**config.mk**
```make
export PLATFORM = sky130hd
export DESIGN_NAME = i2c_reg_slave
export DESIGN_NICKNAME = d
export VERILOG_FILES = /design/src/hw/i2c_slave_pkg.sv /design/src/hw/i2c_bus_sampler.sv /design/src/hw/i2c_byte_engine.sv /design/src/hw/i2c_reg_slave.sv /design/src/hw/i2c_transaction_ctrl.sv /design/src/hw/reg_port_select.sv
export SDC_FILE = /design/constraint.sdc
export NUM_CORES = 1
export LEC_CHECK = 0
export BUFFER_PORTS_ARGS = -buffer_cell sky130_fd_sc_hd__buf_2
export CAP_MARGIN = 40
export CORE_MARGIN = 8
export CORE_UTILIZATION = 28
export DETAILED_ROUTE_END_ITERATION = 12
export GPL_TIMING_DRIVEN = 0
export HOLD_SLACK_MARGIN = 0.06
export SLEW_MARGIN = 20
export SYNTH_ARGS = -nofsm -noshare
export SYNTH_HDL_FRONTEND = slang
export SYNTH_SLANG_ARGS = --single-unit
```
**constraint.sdc**
```tcl
create_clock -name SYSCLK -period 5.7 [get_ports SYSCLK]
set_input_delay 0.855 -clock SYSCLK [delete_from_list [all_inputs] [get_ports SYSCLK]]
set_output_delay 0.855 -clock SYSCLK [all_outputs]
set_load 0.1 [all_outputs]
```
**src/hw/i2c_slave_pkg.sv**
```systemverilog
// Shared types for the I2C port slave with 16 ports of 8 bits and a 4-bit port and offset field
package i2c_slave_pkg;

	// ****************************************
	// Widths
	// ****************************************
	localparam int BYTE_W    = 8;                  // One bus byte
	localparam int ADDR_W    = 7;                  // 7-bit slave address only
	localparam int NUM_PORTS = 16;                 // Ports behind the slave
	localparam int SEL_W     = $clog2(NUM_PORTS);  // Port or offset nibble

	typedef logic [BYTE_W-1:0]                  byte_t;
	typedef logic [NUM_PORTS-1:0]               port_onehot_t;
	typedef logic [NUM_PORTS-1:0][BYTE_W-1:0]   port_data_t;   // Port n input at [n]

	// One-hot transaction states
	typedef enum logic [6:0] {
		IDLE  = 7'b000_0001,   // Bus free or not addressed
		ADDR  = 7'b000_0010,   // Slave address and R/W bit
		LOC   = 7'b000_0100,   // Location byte
		DATA  = 7'b000_1000,   // Write data byte
		CHECK = 7'b001_0000,   // Checksum byte
		READ  = 7'b010_0000,   // Bytes sent to the master
		END   = 7'b100_0000    // Write done and further bytes get no ACK
	} i2c_state_e;

	// ****************************************
	// Block to block bundles
	// ****************************************
	typedef struct packed {
		logic scl_rise;   // Single-cycle strobes
		logic scl_fall;
		logic start;
		logic stop;
		logic sda;        // Synchronized SDA level
	} bus_event_t;

	// Same received byte read two ways
	typedef union packed {
		struct packed {
			logic [ADDR_W-1:0] addr;
			logic              rw;       // 1 for read
		} addr_rw;                       // In state ADDR
		struct packed {
			logic [SEL_W-1:0]  port;     // Upper nibble
			logic [SEL_W-1:0]  offset;   // Lower nibble
		} sel;                           // In state LOC
	} rx_byte_u;

	typedef struct packed {
		logic     byte_done;     // SCL fall ending bit 8
		logic     ack_done;      // SCL fall ending the ACK bit
		logic     master_nack;   // SDA level seen in the last ACK slot
		rx_byte_u rx;
	} engine_status_t;

	typedef struct packed {
		logic  ack_en;    // Pull SDA low in the coming ACK slot
		logic  tx_mode;   // Coming bytes go out to the master
		byte_t tx_byte;   // Loaded at the next ACK end
	} engine_ctrl_t;

endpackage

```
**src/hw/i2c_bus_sampler.sv**
```systemverilog
// SCL and SDA are asynchronous to SYSCLK; each SCL phase must last 8 SYSCLK cycles or more
module i2c_bus_sampler
(
	input  logic                      SYSCLK,
	input  logic                      RESET_N,
	input  logic                      scl,
	input  logic                      sda_in,
	output i2c_slave_pkg::bus_event_t events
);
	import i2c_slave_pkg::*;

	logic [2:0] scl_sync;   // Two sync stages then the previous level
	logic [2:0] sda_sync;
	bus_event_t events_nxt;

	// ****************************************
	// Edge and condition decode
	// ****************************************
	always_comb
	begin
		events_nxt.scl_rise = scl_sync[1] & ~scl_sync[2];
		events_nxt.scl_fall = ~scl_sync[1] & scl_sync[2];
		// SDA falling with SCL high
		events_nxt.start    = scl_sync[1] & sda_sync[2] & ~sda_sync[1];
		// SDA rising with SCL high
		events_nxt.stop     = scl_sync[1] & ~sda_sync[2] & sda_sync[1];
		events_nxt.sda      = sda_sync[1];   // Aligned with the SCL strobes
	end

	// Pin to event is 3 cycles
	always_ff @(posedge SYSCLK or negedge RESET_N)
	begin
		if (!RESET_N)
		begin
			scl_sync <= 3'b111;   // Idle bus is high
			sda_sync <= 3'b111;
			events   <= '{scl_rise: 1'b0, scl_fall: 1'b0, start: 1'b0, stop: 1'b0, sda: 1'b1};
		end
		else
		begin
			scl_sync <= {scl_sync[1:0], scl};
			sda_sync <= {sda_sync[1:0], sda_in};
			events   <= events_nxt;
		end
	end

endmodule

```
**src/hw/i2c_byte_engine.sv**
```systemverilog
// No clock stretching; SDA is only ever pulled low so the pad needs an open drain and a pull-up
module i2c_byte_engine
(
	input  logic                          SYSCLK,
	input  logic                          RESET_N,
	input  i2c_slave_pkg::bus_event_t     events,
	input  i2c_slave_pkg::engine_ctrl_t   ctrl,
	output i2c_slave_pkg::engine_status_t status,
	output logic                          sda_pull_low
);
	import i2c_slave_pkg::*;

	logic [3:0] bit_cnt;       // SCL rises in this byte and 9 is the ACK bit
	byte_t      rx_shift;      // MSB first
	byte_t      tx_shift;      // Bit 7 is on the bus
	logic       master_nack;
	logic       last_bit;
	logic       ack_bit;
	logic       shift_bit;

	assign last_bit  = (bit_cnt == 4'd8);
	assign ack_bit   = (bit_cnt == 4'd9);
	assign shift_bit = (bit_cnt != 4'd0) & (bit_cnt < 4'd8);   // Falls after bits 1 to 7

	// ****************************************
	// Bit counter
	// ****************************************
	always_ff @(posedge SYSCLK or negedge RESET_N)
	begin
		if (!RESET_N)
			bit_cnt <= 4'd0;
		else if (events.start | events.stop)
			bit_cnt <= 4'd0;                   // Resync on any bus condition
		else if (events.scl_rise)
			bit_cnt <= bit_cnt + 4'd1;
		else if (events.scl_fall & ack_bit)
			bit_cnt <= 4'd0;                   // ACK slot over
	end

	// ****************************************
	// Shift registers
	// ****************************************
	always_ff @(posedge SYSCLK)
	begin
		// Data bits are sampled while SCL is high
		if (events.scl_rise & (bit_cnt < 4'd8))
			rx_shift <= {rx_shift[BYTE_W-2:0], events.sda};

		if (events.scl_fall & ack_bit)
			tx_shift <= ctrl.tx_byte;          // Next byte to send
		else if (events.scl_fall & shift_bit & ctrl.tx_mode)
			tx_shift <= {tx_shift[BYTE_W-2:0], 1'b0};
	end

	// Master answer in the ACK slot of a sent byte
	always_ff @(posedge SYSCLK or negedge RESET_N)
	begin
		if (!RESET_N)
			master_nack <= 1'b0;
		else if (events.scl_rise & last_bit)
			master_nack <= events.sda;         // High means NACK
	end

	// ****************************************
	// SDA pull-down
	// ****************************************
	// Only changes after an SCL fall so SDA is stable while SCL is high
	always_ff @(posedge SYSCLK or negedge RESET_N)
	begin
		if (!RESET_N)
			sda_pull_low <= 1'b0;
		else if (events.start | events.stop)
			sda_pull_low <= 1'b0;
		else if (events.scl_fall)
		begin
			if (last_bit)
				sda_pull_low <= ctrl.ack_en;                       // Our ACK or release
			else if (ack_bit)
				sda_pull_low <= ctrl.tx_mode & ~ctrl.tx_byte[BYTE_W-1];   // First bit out
			else if (shift_bit & ctrl.tx_mode)
				sda_pull_low <= ~tx_shift[BYTE_W-2];               // Drive zeros only
		end
	end

	// Strobes follow the SCL fall event in the same cycle
	assign status.byte_done   = events.scl_fall & last_bit;
	assign status.ack_done    = events.scl_fall & ack_bit;
	assign status.master_nack = master_nack;
	assign status.rx          = rx_shift;

endmodule

```
**src/hw/i2c_reg_slave.sv**
```systemverilog
// 7-bit addressing only with no general call and no clock stretching; outputs are strobes
module i2c_reg_slave
#(
	parameter bit CHECKSUM_EN = 1'b1    // 0 drops the checksum byte
)
(
	input  logic                             SYSCLK,
	input  logic                             RESET_N,
	input  logic                             scl,
	input  logic                             sda_in,
	output logic                             sda_pull_low,   // Open-drain drive
	input  logic [i2c_slave_pkg::ADDR_W-1:0] slave_addr,
	input  i2c_slave_pkg::port_data_t        din,
	output i2c_slave_pkg::byte_t             dout,
	output logic                             rd_wr,
	output i2c_slave_pkg::port_onehot_t      port_cs,
	output i2c_slave_pkg::port_onehot_t      offset_sel
);
	import i2c_slave_pkg::*;

	bus_event_t     bus_events;
	engine_status_t eng_status;
	engine_ctrl_t   eng_ctrl;
	byte_t          loc;
	byte_t          read_byte;
	logic           port_strobe;

	// Pins to event strobes
	i2c_bus_sampler sampler_inst
	(
		.SYSCLK       (SYSCLK),
		.RESET_N      (RESET_N),
		.scl          (scl),
		.sda_in       (sda_in),
		.events       (bus_events)
	);

	// Bits to bytes
	i2c_byte_engine engine_inst
	(
		.SYSCLK       (SYSCLK),
		.RESET_N      (RESET_N),
		.events       (bus_events),
		.ctrl         (eng_ctrl),
		.status       (eng_status),
		.sda_pull_low (sda_pull_low)
	);

	i2c_transaction_ctrl #(.CHECKSUM_EN(CHECKSUM_EN)) ctrl_inst
	(
		.SYSCLK       (SYSCLK),
		.RESET_N      (RESET_N),
		.events       (bus_events),
		.status       (eng_status),
		.slave_addr   (slave_addr),
		.read_byte    (read_byte),
		.ctrl         (eng_ctrl),
		.loc          (loc),
		.port_strobe  (port_strobe),
		.dout         (dout),
		.rd_wr        (rd_wr)
	);

	reg_port_select select_inst
	(
		.SYSCLK       (SYSCLK),
		.RESET_N      (RESET_N),
		.loc          (loc),
		.port_strobe  (port_strobe),
		.din          (din),
		.port_cs      (port_cs),
		.offset_sel   (offset_sel),
		.read_byte    (read_byte)
	);

endmodule

```
**src/hw/i2c_transaction_ctrl.sv**
```systemverilog
// Reads use the location of the last write; writes need data plus checksum zero when CHECKSUM_EN is 1
module i2c_transaction_ctrl
#(
	parameter bit CHECKSUM_EN = 1'b1
)
(
	input  logic                             SYSCLK,
	input  logic                             RESET_N,
	input  i2c_slave_pkg::bus_event_t        events,
	input  i2c_slave_pkg::engine_status_t    status,
	input  logic [i2c_slave_pkg::ADDR_W-1:0] slave_addr,
	input  i2c_slave_pkg::byte_t             read_byte,
	output i2c_slave_pkg::engine_ctrl_t      ctrl,
	output i2c_slave_pkg::byte_t             loc,
	output logic                             port_strobe,
	output i2c_slave_pkg::byte_t             dout,
	output logic                             rd_wr
);
	import i2c_slave_pkg::*;

	i2c_state_e state;
	i2c_state_e state_nxt;
	byte_t      rx_byte;       // Received byte as a plain vector
	byte_t      data_q;        // Data byte waiting for its checksum
	byte_t      chk_sum;
	byte_t      wr_byte;
	byte_t      tx_byte_q;
	logic       addr_match;
	logic       commit;
	logic       fetch;
	logic       fetch_q;       // read_byte is valid in this cycle
	logic       rd_ack_slot;   // Between a sent byte and its ACK end
	logic       rd_ack_rise;   // One cycle after the master ACK is sampled

	assign rx_byte    = status.rx;
	assign addr_match = (status.rx.addr_rw.addr == slave_addr);
	assign chk_sum    = data_q + rx_byte;
	assign wr_byte    = CHECKSUM_EN ? data_q : rx_byte;   // Without checksum the data byte commits

	// ****************************************
	// Port strobes
	// ****************************************
	assign commit = status.byte_done &
		(CHECKSUM_EN ? ((state == CHECK) & (chk_sum == 8'h00)) : (state == DATA));

	// First fetch on a read address match and then one per master ACK
	assign fetch = (status.byte_done & (state == ADDR) & addr_match & status.rx.addr_rw.rw) |
		(rd_ack_rise & (state == READ) & ~status.master_nack);

	assign port_strobe = commit | fetch;

	// Engine controls
	always_comb
	begin
		case (state)
			ADDR:             ctrl.ack_en = addr_match;   // Stay silent for other slaves
			LOC, DATA, CHECK: ctrl.ack_en = 1'b1;         // Bad checksum still gets its ACK
			default:          ctrl.ack_en = 1'b0;         // Master answers on reads
		endcase
		ctrl.tx_mode = (state == READ) & ~status.master_nack;   // NACK ends sending
		ctrl.tx_byte = tx_byte_q;
	end

	// ****************************************
	// State machine
	// ****************************************
	always_comb
	begin
		state_nxt = state;
		if (events.start)
			state_nxt = ADDR;      // START and repeated START
		else if (events.stop)
			state_nxt = IDLE;
		else
		begin
			case (state)
				ADDR:
					if (status.byte_done)
						state_nxt = !addr_match ? IDLE : (status.rx.addr_rw.rw ? READ : LOC);
				LOC:
					if (status.byte_done)
						state_nxt = DATA;
				DATA:
					if (status.byte_done)
						state_nxt = CHECKSUM_EN ? CHECK : END;
				CHECK:
					if (status.byte_done)
						state_nxt = END;
				READ:
					if (status.ack_done & status.master_nack)
						state_nxt = IDLE;
				IDLE, END:
					state_nxt = state;     // Wait for a bus condition
				default:
					state_nxt = IDLE;
			endcase
		end
	end

	always_ff @(posedge SYSCLK or negedge RESET_N)
	begin
		if (!RESET_N)
		begin
			state       <= IDLE;
			loc         <= 8'h00;
			dout        <= 8'h00;
			rd_wr       <= 1'b0;
			rd_ack_slot <= 1'b0;
			rd_ack_rise <= 1'b0;
			fetch_q     <= 1'b0;
		end
		else
		begin
			state <= state_nxt;

			if (events.stop)
				rd_wr <= 1'b0;
			else if ((state == ADDR) & status.byte_done & addr_match)
				rd_wr <= status.rx.addr_rw.rw;

			if ((state == LOC) & status.byte_done)
				loc <= {status.rx.sel.port, status.rx.sel.offset};
			else if ((state == READ) & status.byte_done)
				loc <= loc + 8'd1;                 // Also after the NACKed byte

			if (commit)
				dout <= wr_byte;                   // Holds until the next commit

			if (events.start | events.stop | status.ack_done)
				rd_ack_slot <= 1'b0;
			else if ((state == READ) & status.byte_done)
				rd_ack_slot <= 1'b1;

			rd_ack_rise <= rd_ack_slot & events.scl_rise;
			fetch_q     <= fetch;
		end
	end

	// Payload
	always_ff @(posedge SYSCLK)
	begin
		if ((state == DATA) & status.byte_done)
			data_q <= rx_byte;
		if (fetch_q)
			tx_byte_q <= read_byte;    // Long before the ACK slot ends
	end

endmodule

```
**src/hw/reg_port_select.sv**
```systemverilog
// Port strobes are single cycle with no handshake so a port must take them when they occur
module reg_port_select
(
	input  logic                        SYSCLK,
	input  logic                        RESET_N,
	input  i2c_slave_pkg::byte_t        loc,
	input  logic                        port_strobe,
	input  i2c_slave_pkg::port_data_t   din,
	output i2c_slave_pkg::port_onehot_t port_cs,
	output i2c_slave_pkg::port_onehot_t offset_sel,
	output i2c_slave_pkg::byte_t        read_byte
);
	import i2c_slave_pkg::*;

	logic [SEL_W-1:0] port_idx;     // Upper nibble of loc
	logic [SEL_W-1:0] offset_idx;   // Lower nibble of loc
	port_onehot_t     port_dec;

	function automatic port_onehot_t onehot(input logic [SEL_W-1:0] idx);
		port_onehot_t mask;
		mask      = '0;
		mask[idx] = 1'b1;
		return mask;
	endfunction

	assign port_idx   = loc[BYTE_W-1 -: SEL_W];
	assign offset_idx = loc[SEL_W-1:0];
	assign port_dec   = onehot(port_idx);
	assign offset_sel = onehot(offset_idx);     // Level and follows loc

	// One pulse per commit or fetch
	always_ff @(posedge SYSCLK or negedge RESET_N)
	begin
		if (!RESET_N)
			port_cs <= '0;
		else
			port_cs <= port_strobe ? port_dec : '0;
	end

	// Captured with port_cs
	always_ff @(posedge SYSCLK)
	begin
		if (port_strobe)
			read_byte <= din[port_idx];
	end

endmodule

```
**Yosys cells after proc, flatten, opt, wreduce, memory -nomap -nowiden**

Cells that the tools add are included.

- Latch bits: 0
- Logic and storage cells: 135
- Memory bits (writable): 0
- Memories kept: 0
- Memory bits (read-only): 0
- Bits in registers: 99
- Input port bits: 139
- Output and inout port bits: 42

- Multiplexer cells: 34
- Divide/modulo/power cells: 0
- Order comparisons: 5
- Shift-type cells: 0
- $add $sub $neg: 3
- Equal/unequal tests: 16
- Multipliers: 0
- Bitwise operators: 39
- Reduce and logical (&&, ||, !) cells: 15

Operators by type and width:

| cell | number |
|---|---|
| 2-to-1 mux 7 bit | 10 |
| one-hot mux 7 bit (6 select lines) | 1 |
| binary-select mux 8 bit (select 4 bit) | 1 |
| bitwise AND 1 bit | 28 |
| 2-to-1 mux 8 bit | 3 |
| 2-to-1 mux 16 bit | 1 |
| inequality test 4 x 3 -> 1 bit, second input constant | 4 |
| 2-to-1 mux 4 bit | 3 |
| 2-to-1 mux 1 bit | 11 |
| < comparator 4 x 5 -> 1 bit, second input constant | 2 |
| nonzero test 2 bit | 5 |
| adder 8 x 1 -> 8 bit, second input constant | 1 |
| adder 8 bit | 1 |
| demux 1 bit (select 4 bit) | 2 |
| == test 4 bit, second input constant | 2 |
| >= comparator 4 x 1 -> 1 bit, second input constant | 2 |
| zero test 8 bit | 1 |
| nonzero test 4 bit | 2 |
| == test 7 x 1 -> 1 bit, second input constant | 1 |
| == test 7 x 2 -> 1 bit, second input constant | 1 |
| == test 7 x 3 -> 1 bit, second input constant | 1 |
| == test 7 x 4 -> 1 bit, second input constant | 1 |
| == test 7 x 5 -> 1 bit, second input constant | 1 |
| == test 7 x 6 -> 1 bit, second input constant | 1 |
| 16 further kinds | 26 |

**Logic depth before layout (Yosys ltp)**

Gate-level depths: netlist (run 1).

- Depth after elaboration: 8
- Mapped depth: 10

**By module**

A second synthesis (run 1) with hierarchy kept.

- Cell total of the unflattened synthesis: 449
- Area, all modules: 5494.0 um2

Modules (own cells, without submodules):

| module | area an instance (um2) | times used | sequential area each (um2) | cells each |
|---|---|---|---|---|
| i2c_transaction_ctrl | 2391.0 | 1 | 1157.4 | 206 |
| reg_port_select | 1806.7 | 1 | 640.6 | 140 |
| i2c_byte_engine | 998.5 | 1 | 600.6 | 88 |
| i2c_bus_sampler | 297.8 | 1 | 257.7 | 15 |

**Worst setup path after synthesis (run 1)**

No wires, ideal clock.

- Path type: reg2reg
- From: register engine_inst.rx_shift[0]
- To: register select_inst.read_byte[0] (enable)
- Clock period less this slack: 2790 ps
- Data arrival time: 2466 ps
- Cell stages (with the launch flop): 10
- Buffers on the path: 1
- Path slack: 2910 ps
- Cells stage by stage: edfxtp_1 -> ha_1 -> fa_1 -> a21o_1 -> a21oi_1 -> mux2_2 -> nor3b_4 -> a21oi_2 -> buf_6 -> inv_1

- Cells in the longest elaborated chain, start to end: 5
- Elaborated cells between the ends (all ways): 7
- Classes of those cells: add/sub (1); bitwise (5); reduce/logical (1)

Ends and longest elaborated chain:

| what | line | source |
|---|---|---|
| start: declaration | i2c_byte_engine.sv:14 | `byte_t rx_shift;` |
| start signal: assignment | i2c_byte_engine.sv:47 | `rx_shift <= {rx_shift[BYTE_W-2:0], events.sda};` |
| adder 8 bit | i2c_transaction_ctrl.sv:37 | `assign chk_sum = data_q + rx_byte;` |
| zero test 8 bit | i2c_transaction_ctrl.sv:44 | `(CHECKSUM_EN ? ((state == CHECK) & (chk_sum == 8'h00)) : (state == DATA));` |
| bitwise AND 1 bit | i2c_transaction_ctrl.sv:44 |  |
| bitwise AND 1 bit | i2c_transaction_ctrl.sv:43 | `assign commit = status.byte_done &` |
| OR 1 bit * | i2c_transaction_ctrl.sv:50 | `assign port_strobe = commit \| fetch;` |
| net ctrl_inst.port_strobe | i2c_transaction_ctrl.sv:15 | `output logic port_strobe,` |
| end signal: assignment | reg_port_select.sv:44 | `read_byte <= din[port_idx];` |
| end: declaration | reg_port_select.sv:11 | `output i2c_slave_pkg::byte_t read_byte` |

The timed path passes the listed nets; every way through them passes the cells marked *.
A chain may end at the register's enable or synchronous reset.

**Worst setup path in the final report (run 1)**

- From: register engine_inst.rx_shift[0]
- To: register select_inst.read_byte[3] (enable)

Same word-level chain as after synthesis.

==> summary.txt, run 1 <==
Run status
  – Outcome: complete, no violations

Route
  – Via count: 4,270
  – Vias per cell: 4.814
  – Residual DRC: 0
  – Drt pass-1 iters: 4
  – WL final: 16,100 microns
  – Initial DRC count: 264
  – Routed Antenna Nets: 0
  – Wire length per cell: 18.15 microns

Worst setup path
  – Buffers & Inverters on Critical Path: 2
  – Max stage delay on crit path: 0.56 ns
  – CP Cell Sequence: ha_1 > fa_1 > a21o_1 > a21oi_1 > mux2_2 > nor3b_4 > a21oi_2 > buf_6 > inv_1
  – Reg2reg path depth: 9
  – Critical path's top delay family: adder cells
  – Critical Path RT: 5.71 ns
  – R2r setup slk: 2.49 ns
  – Crit Path Class: reg2reg
  – R2R Path Start: engine_inst.rx_shift[0]
  – R2r endpoint: select_inst.read_byte[3]
  – Startpoint types: flop
  – WP depth: 9
  – CP Max Fanout: 10
  – Slowest cell on crit path: edfxtp_1
  – Arrival @ worst endpoint: 3.23 ns
  – Crit end category: flop

Floorplanning
  – Die Wd: 155.2 microns
  – Core Region: 0.01927 sq mm
  – Initial Util: 28.17%
  – Die Area: 0.02410 sq mm
  – # IOs: 181
  – Num rows: 51
  – Die Height: 155.2 microns

Timing
  – Post-route setup TNS: 0 ns
  – Fin crit share: 56.33%
  – Hold Slack: 0.3298 ns
  – Peak Freq: 311.4 MHz
  – Final min period: 3.211 ns
  – Rel. slew slack: 48.29%
  – Final Hold Violating Endpoints: 0
  – RSZ-0062 raised after global routing: false
  – Least-Margin Pin Slew: 0.7756 ns
  – Final setup viols: 0
  – Slew Limit Fails: 0
  – Clk_skew: 0.007997 ns

Power
  – Leak pwr: 0.003049 uW
  – Power per Cell Area: 214.6 mW/mm^2
  – VDD IR-drop max: 168.8 uV

Placement
  – DPL Wire Length: 12,830 microns
  – Gpl congestion: 0.8814
  – Number of port buffers: 180
  – Dpl cells: 869

Final layout
  – Share of cells above drive strength 1: 45.34%
  – Final Core Density: 36.32%
  – Most common cell after layout, fill and taps aside: buf_2
  – Filler cell count: 1,956
  – Diode count: 0
  – Finished Layout Cells: 887
  – Final net count: 771
  – Commonest cells after routing, fill and taps aside: buf_2, dfrtp_1, mux4_2
  – Area Overhead vs Synth: 28.95%

Clock tree
  – CTS Buffer Depth: 2
  – CTS buffer count: 9
  – Clk root buf: clkbuf_16
  – Clk slew on worst S/H paths: 0.07 ns
  – Setup Fix Bufs, Post-CTS: 0
  – Clock tree from TritonCTS: built
  – Clock latency on the worst-skew pair: 0.34 ns
  – CTS Sinks: 98
  – Post_cts resized: 0
  – # H-tree levels: 3
  – Cts hold-fix bufs: 0

Global routing
  – Total GRT Usage: 13.07%
  – Global-route wire length before repair: 24,600 microns
  – Pin count of the biggest net entering global routing: 60
  – Vias in the first global route: 4,415
  – Antenna violations before repair: 1
  – Congestion Overflow GR: 0

Run
  – # Max-Cap Violations: 0

Yosys
  – Cell taking the most area after synthesis: dfrtp_1
  – Top post-synthesis cells by area: dfrtp_1, edfxtp_1, mux4_2
  – Register area share after synthesis: 48.94%
  – Synth async-reset ratio: 60.20%
  – Cells after Synth: 424
  – #FFs+latches synth: 98
  – Mapped Avg Cell Area: 12.80 sq um
  – Synth unique cells: 61
  – Mapped Nets: 578
  – Share of the synthesized area in the top cell type: 23.97%
  – Syn. warnings: 0
  – Primary FF master, synth: dfrtp_1
  – Post-synth EDFFs: 39
  – Mapped Area: 0.005428 sq mm

Worst hold path
  – Hold Crit Class: in2async
cell usage after synthesis (all sizes together) (3+ instances only):
library cell	number
dfrtp	52
mux4	40
edfxtp	39
nor2	31
nand2	26
nor3	19
a21oi	18
inv	17
mux2	16
clkbuf	15
ha	14
and3	11
nor4	11
o21ai	10
buf	9
and2	8
xnor2	8
dfstp	7
nand2b	6
nand3	6
nand4	5
nor2b	5
a31oi	4
mux2i	4
nor3b	4
o311ai	4
a311oi	3
xor2	3
final cells by class:
type / instances / area [sq um] / area share [%]
clock buffers: 11 / 232.7 / 3.325
inverters: 17 / 63.81 / 0.9117
repair buffers: 182 / 938.4 / 13.41
multi-input cells: 285 / 2596 / 37.09
well taps: 265 / 331.6 / 4.737
clock inverters: 5 / 63.81 / 0.9117
plain buffers: 24 / 116.4 / 1.663
flip-flops and latches: 98 / 2656 / 37.95
registers in the layout, indices dropped and copies added, names as in the netlist, 2 cells and up:
register / count
sampler_inst.sda_sync: 2
select_inst.read_byte: 8
ctrl_inst.loc: 8
ctrl_inst.dout: 8
engine_inst.bit_cnt: 4
engine_inst.rx_shift: 8
select_inst.port_cs: 16
ctrl_inst.state: 7
engine_inst.tx_shift: 7
sampler_inst.scl_sync: 3
ctrl_inst.data_q: 8
ctrl_inst.tx_byte_q: 8
sampler_inst.events: 5
worst max path at each step:
stage                             from                        to  slack [ns]
6_report       engine_inst.rx_shift[0]  select_inst.read_byte[3]        2.49
5_1_grt        engine_inst.rx_shift[0]  select_inst.read_byte[1]        2.22
2_1_floorplan  engine_inst.rx_shift[0]  select_inst.read_byte[0]        2.91
3_5_place_dp   engine_inst.rx_shift[0]  select_inst.read_byte[3]        2.48
4_1_cts        engine_inst.rx_shift[0]  select_inst.read_byte[1]        2.44
3_3_place_gp   engine_inst.rx_shift[0]  select_inst.read_byte[7]        2.48
worst register-to-register path, cell delays in order (launching register included):
cell	delay (ns)
edfxtp_1	0.56
ha_1	0.29
fa_1	0.40
a21o_1	0.19
a21oi_1	0.17
mux2_2	0.38
nor3b_4	0.26
a21oi_2	0.19
buf_6	0.19
inv_1	0.25
stage by stage:
stage	setup slack (ns)	total power, uW	area (sq um)
finish	2.489	1502	6999
global route	2.223	1563	6999
CTS	2.442	1518	6964
detailed placement	2.479	906.9	6668
global placement	2.480	904.7	6660
floorplan	2.910	833.5	5428
kinds of logic after synthesis:
family	Yosys count	synth area share [%]
buffers and inverters	41	3.319
AO/OA/AOI/OAI	58	7.331
multiplexers	60	20.65
XOR/XNOR	11	1.775
adder cells (fa/ha/maj)	15	3.596
flip-flops	98	48.94
AND/OR/NAND/NOR	141	14.39
per-layer routing:
metal | vias up | track usage [%] | share of wire (%)
li1 | 2015 | - | -
met3 | 14 | 3.107 | 5.1
met4 | 2 | 2.680 | 0.86
met2 | 111 | 21.72 | 51
met1 | 2128 | 17.06 | 43
met5 | - | 0 | 0.062
power breakdown:
group	switching (uW)	leakage (uW)	internal, uW	total (uW)
logic	61.8	0.00177	77.0	139
clock network	263	0.000140	344	607
registers	12.0	0.00114	744	756
total	337	0.00305	1170	1500
No activity file was read; power rests on OpenSTA's default activity.
==> run 2, diff against run 1 <==
==> constraint.sdc (replaced) <==
create_clock -name SYSCLK -period 2.92 [get_ports SYSCLK]
set_input_delay 0.438 -clock SYSCLK [delete_from_list [all_inputs] [get_ports SYSCLK]]
set_output_delay 0.438 -clock SYSCLK [all_outputs]
set_load 0.1 [all_outputs]
==> run 2 against run 1 <==
Register-to-register slack worse by 2.3 ns. Combinational power is 100% higher. Count of clock-buffer cells in the layout stayed put. Final area is 1.2% higher. Die area stayed put. Worst hold slack worse by 0.14 ns. Global-route usage is 0.066 points higher. Critical path type unchanged. Largest cell class unchanged.
==> summary.txt, run 2 (synthesized netlist as in run 1, its figures left out) <==
Worst setup path
  – CP Max Fanout: 10
  – Startpoint types: flop
  – Crit Path Class: reg2reg
  – Crit end category: flop
  – Critical Path RT: 2.96 ns
  – Arrival @ worst endpoint: 2.81 ns

Timing
  – Fin worst setup slack: 0.1520 ns
  – Rel. slew slack: 48.71%
  – Hold Slack: 0.1935 ns
  – Clk_skew: 0.008861 ns
  – Peak Freq: 361.3 MHz
  – Final Hold Violating Endpoints: 0
  – Slew Limit Fails: 0
  – Final min period: 2.768 ns
  – Least-Margin Pin Slew: 0.7693 ns
  – Final setup viols: 0
  – RSZ-0062 raised after global routing: false
  – Fin crit share: 94.79%

Global routing
  – Pin count of the biggest net entering global routing: 60
  – Vias in the first global route: 4,426
  – Antenna violations before repair: 1
  – Congestion Overflow GR: 0
  – Global-route wire length before repair: 24,700 microns
  – Total GRT Usage: 13.13%

Floorplanning
  – Core Region: 0.01927 sq mm
  – # IOs: 181
  – Num rows: 51
  – Initial Util: 28.17%
  – Die Area: 0.02410 sq mm
  – Die Wd: 155.2 microns
  – Die Height: 155.2 microns

Power
  – Leak pwr: 0.003076 uW
  – Part of the power in registers: 50.3%
  – Clock Power Share: 40.3%
  – Sw Ratio: 22.41%
  – Pwr Total: 2935 uW
  – Power per Cell Area: 414.4 mW/mm^2
  – Logic gate share of total power: 9.5%
  – Power Internal: 2278 uW
  – NetSw: 657.7 uW
  – VDD IR-drop max: 328.8 uV

Route
  – WL final: 16,200 microns
  – Wire length per cell: 18.10 microns
  – Residual DRC: 0
  – Via count: 4,328
  – Initial DRC count: 245
  – Vias per cell: 4.836
  – Routed Antenna Nets: 0
  – Drt pass-1 iters: 6

Final layout
  – Diode count: 0
  – Final net count: 779
  – Most common cell after layout, fill and taps aside: buf_2
  – Area Overhead vs Synth: 30.50%
  – Multi-input combinational cell area: 0.002614 sq mm
  – Commonest cells after routing, fill and taps aside: buf_2, dfrtp_1, mux4_2
  – Final Cell Area: 0.007083 sq mm
  – Max FFs per register: 16
  – Filler cell count: 1,948
  – Final Core Density: 36.75%
  – Share of cells above drive strength 1: 46.51%
  – Largest Register: select_inst.port_cs
  – Sequential cell area: 0.002656 sq mm

Run status
  – Outcome: complete, no violations

Placement
  – Post-DP Area: 0.006668 sq mm
  – Number of port buffers: 180
  – Gpl congestion: 0.8814
  – Pre-CTS setup slack: -0.3008 ns
  – DPL Wire Length: 12,830 microns

Clock tree
  – # H-tree levels: 3
  – Clock tree from TritonCTS: built
  – Clk slew on worst S/H paths: 0.07 ns
  – Clock latency on the worst-skew pair: 0.34 ns
  – CTS Buffer Depth: 2
  – CTS Sinks: 98
  – Clk root buf: clkbuf_16
  – CTS buffer count: 9

Run
  – # Max-Cap Violations: 0

Worst hold path
  – Hold Crit Class: in2reg
-- run 2: per-stage QoR --
step                      cells  TNS (ns)
after floorplan             424         0
after global placement      869    -2.398
after detailed placement    869    -2.404
after CTS                   887         0
after global routing        895         0
final                       895         0
-- run 2: path summary, 6_finish.rpt --
kind	start	endpoint	slack, ns	cells after the start
setup / recovery	engine_inst.rx_shift[0]	select_inst.read_byte[3]	0.15	9
setup reg to reg	engine_inst.rx_shift[0]	select_inst.read_byte[3]	0.15	9
min in group asynchronous	RESET_N	ctrl_inst.dout[0]	0.49	2
hold reg to reg	sampler_inst.scl_sync[0]	sampler_inst.scl_sync[1]	0.36	0
hold / removal	sda_in	sampler_inst.sda_sync[0]	0.19	1
max in group asynchronous	RESET_N	sampler_inst.scl_sync[0]	1.91	3
-- run 2: layout make-up --
| cell class | instances | area share (%) |
|---|---|---|
| Buffer | 24 | 1.643 |
| Clock buffer | 11 | 3.286 |
| Clock inverter | 5 | 0.9009 |
| Inverter | 17 | 0.9539 |
| Multi-Input combinational cell | 285 | 36.90 |
| Sequential cell | 98 | 37.50 |
| Tap cell | 265 | 4.681 |
| Timing Repair Buffer | 190 | 14.13 |
-- run 2: repair_timing --
item                       CTS  global route
setup endpoints to repair   12            15
pin swaps                    0             3
setup buffers                2             5
hold buffers                 0             1
gates cloned                 0             0
gates resized for setup      2             3
hold endpoints to repair     0             6
-- run 2: worst max-delay path: stages (launching register included) --
cell and delay, ns:
edfxtp_1 0.45, ha_2 0.23, fa_2 0.35, a21o_1 0.18
a21oi_1 0.17, mux2_2 0.39, nor3b_4 0.26, a21oi_4 0.11
buf_6 0.16, clkinvlp_4 0.16
-- run 2: power groups by stage --
stage               registers (uW)  clock network (uW)  logic [uW]
global placement              1500                   0         262
floorplan                     1500                   0         131
CTS                           1480                1220         270
global route                  1480                1280         303
finish                        1480                1180         278
detailed placement            1500                   0         266
-- run 2: layer usage --
metal | vias up | GRT usage [%] | part of all wire (%)
met5 | - | 0 | 0.062
met4 | 2 | 2.680 | 0.85
met3 | 15 | 3.162 | 5.2
met2 | 132 | 21.85 | 51
met1 | 2151 | 17.12 | 43
li1 | 2028 | - | -
==> run 3, diff against run 2 <==
==> constraint.sdc (replaced) <==
create_clock -name SYSCLK -period 2.32 [get_ports SYSCLK]
set_input_delay 0.348 -clock SYSCLK [delete_from_list [all_inputs] [get_ports SYSCLK]]
set_output_delay 0.348 -clock SYSCLK [all_outputs]
set_load 0.1 [all_outputs]
==> run 3 against run 2 <==
The run now ends with setup timing left. Global-route usage up 0.42 points. Die area unchanged. Setup slack worse by 0.50 ns. Critical endpoint unchanged. Clock power up 27%. Clock skew about the same. Count of clock-buffer cells in the layout up 1. Via count about the same.
==> summary.txt, run 3 (synthesized netlist as in run 1, its figures left out) <==
Placement
  – Number of port buffers: 180
  – Gpl congestion: 0.8083
  – DPL Wire Length: 12,520 microns

Worst setup path
  – Critical Path Source: engine_inst.rx_shift[0]
  – Max stage delay on crit path: 0.47 ns
  – Buffers & Inverters on Critical Path: 2
  – Slowest cell on crit path: edfxtp_1
  – CP Max Fanout: 8
  – Critical path's top delay family: adder cells
  – Startpoint types: flop
  – CP Cell Sequence: ha_2 > fa_2 > a21o_1 > a21oi_2 > mux2_4 > nor3b_4 > a21oi_4 > buf_6 > clkinvlp_4
  – R2R Path Start: engine_inst.rx_shift[0]
  – Arrival @ worst endpoint: 2.72 ns
  – Crit end category: flop
  – Critical Path RT: 2.37 ns
  – Crit Path Class: reg2reg

Final layout
  – Diode count: 0
  – Largest Register: select_inst.port_cs
  – Area Overhead vs Synth: 36.19%
  – Final Core Density: 38.36%
  – Most common cell after layout, fill and taps aside: buf_2
  – Commonest cells after routing, fill and taps aside: buf_2, dfrtp_1, mux4_2
  – Final net count: 784
  – Filler cell count: 1,878
  – Share of cells above drive strength 1: 51.50%
  – Max FFs per register: 16

Run status
  – Violated checks: setup timing
  – Outcome: complete, but fails checks

Power
  – VDD IR-drop max: 290.1 uV
  – Leak pwr: 0.003275 uW
  – Power per Cell Area: 502.7 mW/mm^2

Floorplanning
  – Die Wd: 155.2 microns
  – Initial Util: 28.17%
  – Die Area: 0.02410 sq mm
  – Core Region: 0.01927 sq mm
  – Num rows: 51
  – Die Height: 155.2 microns
  – # IOs: 181

Timing
  – Least-Margin Pin Slew: 0.8318 ns
  – Slew Limit Fails: 0
  – Fin worst setup slack: -0.3516 ns
  – Peak Freq: 374.3 MHz
  – Clk_skew: 0.008807 ns
  – Fin crit share: 115.2%
  – Rel. slew slack: 44.55%
  – RSZ-0062 raised after global routing: true
  – Post-route setup TNS: -9.505 ns
  – Final setup viols: 32
  – Final Hold Violating Endpoints: 0
  – Final min period: 2.672 ns

Clock tree
  – CTS buffer count: 9
  – # H-tree levels: 3
  – CTS Sinks: 98
  – CTS Buffer Depth: 2
  – Clock latency on the worst-skew pair: 0.35 ns
  – Clk root buf: clkbuf_16
  – Clk slew on worst S/H paths: 0.07 ns
  – Clock tree from TritonCTS: built

Global routing
  – Vias in the first global route: 4,742
  – Congestion Overflow GR: 0
  – Total GRT Usage: 13.55%
  – Pin count of the biggest net entering global routing: 60
  – Antenna violations before repair: 0
  – Global-route wire length before repair: 25,650 microns

Route
  – Wire length per cell: 18.13 microns
  – Routed Antenna Nets: 0
  – Residual DRC: 0
  – Via count: 4,331
  – WL final: 16,310 microns
  – Drt pass-1 iters: 4
  – Vias per cell: 4.812
  – Initial DRC count: 258

Worst hold path
  – Hold Crit Class: in2reg
  – Min-delay src: scl

Run
  – # Max-Cap Violations: 0
==> run 3: changes by cell type in the layout (fill, tap and decap cells not counted), moves of 3 or more <==
cell      previous run  this run
clkbuf_1            17        11
buf_6                2         5
nor3_1              16         7
nor3_4               1         8
clkbuf_2             0         4
nor4_4               0         6
buf_4                9        13
nor4_1               8         2
==> run 3: final timing paths <==
| path | endpoint | slack (ns) | cells past startpoint |
|---|---|---|---|
| max in group asynchronous | sampler_inst.scl_sync[2] | 1.39 | 3 |
| setup reg to reg | select_inst.read_byte[3] | -0.35 | 9 |
| setup / recovery | select_inst.read_byte[3] | -0.35 | 9 |
| min in group asynchronous | ctrl_inst.dout[1] | 0.38 | 2 |
| hold / removal | sampler_inst.scl_sync[0] | 0.10 | 1 |
| hold reg to reg | sampler_inst.sda_sync[1] | 0.36 | 0 |
==> run 3: worst reg2reg max path, cell delays in order (launching register included) <==
cell	delay (ns)
edfxtp_1	0.47
ha_2	0.23
fa_2	0.34
a21o_1	0.18
a21oi_2	0.14
mux2_4	0.33
nor3b_4	0.25
a21oi_4	0.11
buf_6	0.15
clkinvlp_4	0.16
==> run 3: routing by layer <==
metal / up-vias / global-route usage, % / wire length (microns)
li1: 2037 / - / -
met1: 2127 / 16.95 / 6943
met2: 151 / 22.63 / 8162
met3: 16 / 3.689 / 1035
met4: 0 / 3.789 / 172
met5: - / 0 / 0
==> run 3: through the flow <==
step	total power [uW]	cells	hold slack, ns	cell area (sq um)	setup WS, ns
CTS	3740	897	0.08696	7211	-0.3699
detailed placement	2230	870	0.3507	6691	-0.7626
global placement	2219	869	0.3459	6684	-0.7567
floorplan	2050	424	0.05241	5451	-0.3080
global route	3858	900	0.09755	7392	-0.4356
finish	3716	900	0.1019	7392	-0.3516
==> run 3: layout make-up <==
class	instances	area [sq um]	area share [%]
Clock buffer	12	267.8	3.622
Sequential cell	98	2656	35.93
Inverter	17	67.56	0.9140
Multi-Input combinational cell	285	2846	38.51
Buffer	23	125.1	1.693
Timing Repair Buffer	196	1067	14.44
Tap cell	265	331.6	4.485
Clock inverter	4	30.03	0.4062
==> run 3: what timing repair did <==
action,in CTS,in global routing
endpoints found under the setup margin,48,62
hold buffers,0,1
gates resized for setup,26,32
gates cloned,0,0
endpoints found under the hold margin,0,7
setup buffers,12,3
pin swaps,15,2
==> run 3: power by group <==
| part | leakage (uW) | switching [uW] | internal, uW |
|---|---|---|---|
| sequential | 0.00114 | 26.5 | 1830 |
| combinational | 0.00198 | 159 | 200 |
| clock | 0.000150 | 670 | 832 |
| total | 0.00327 | 856 | 2860 |
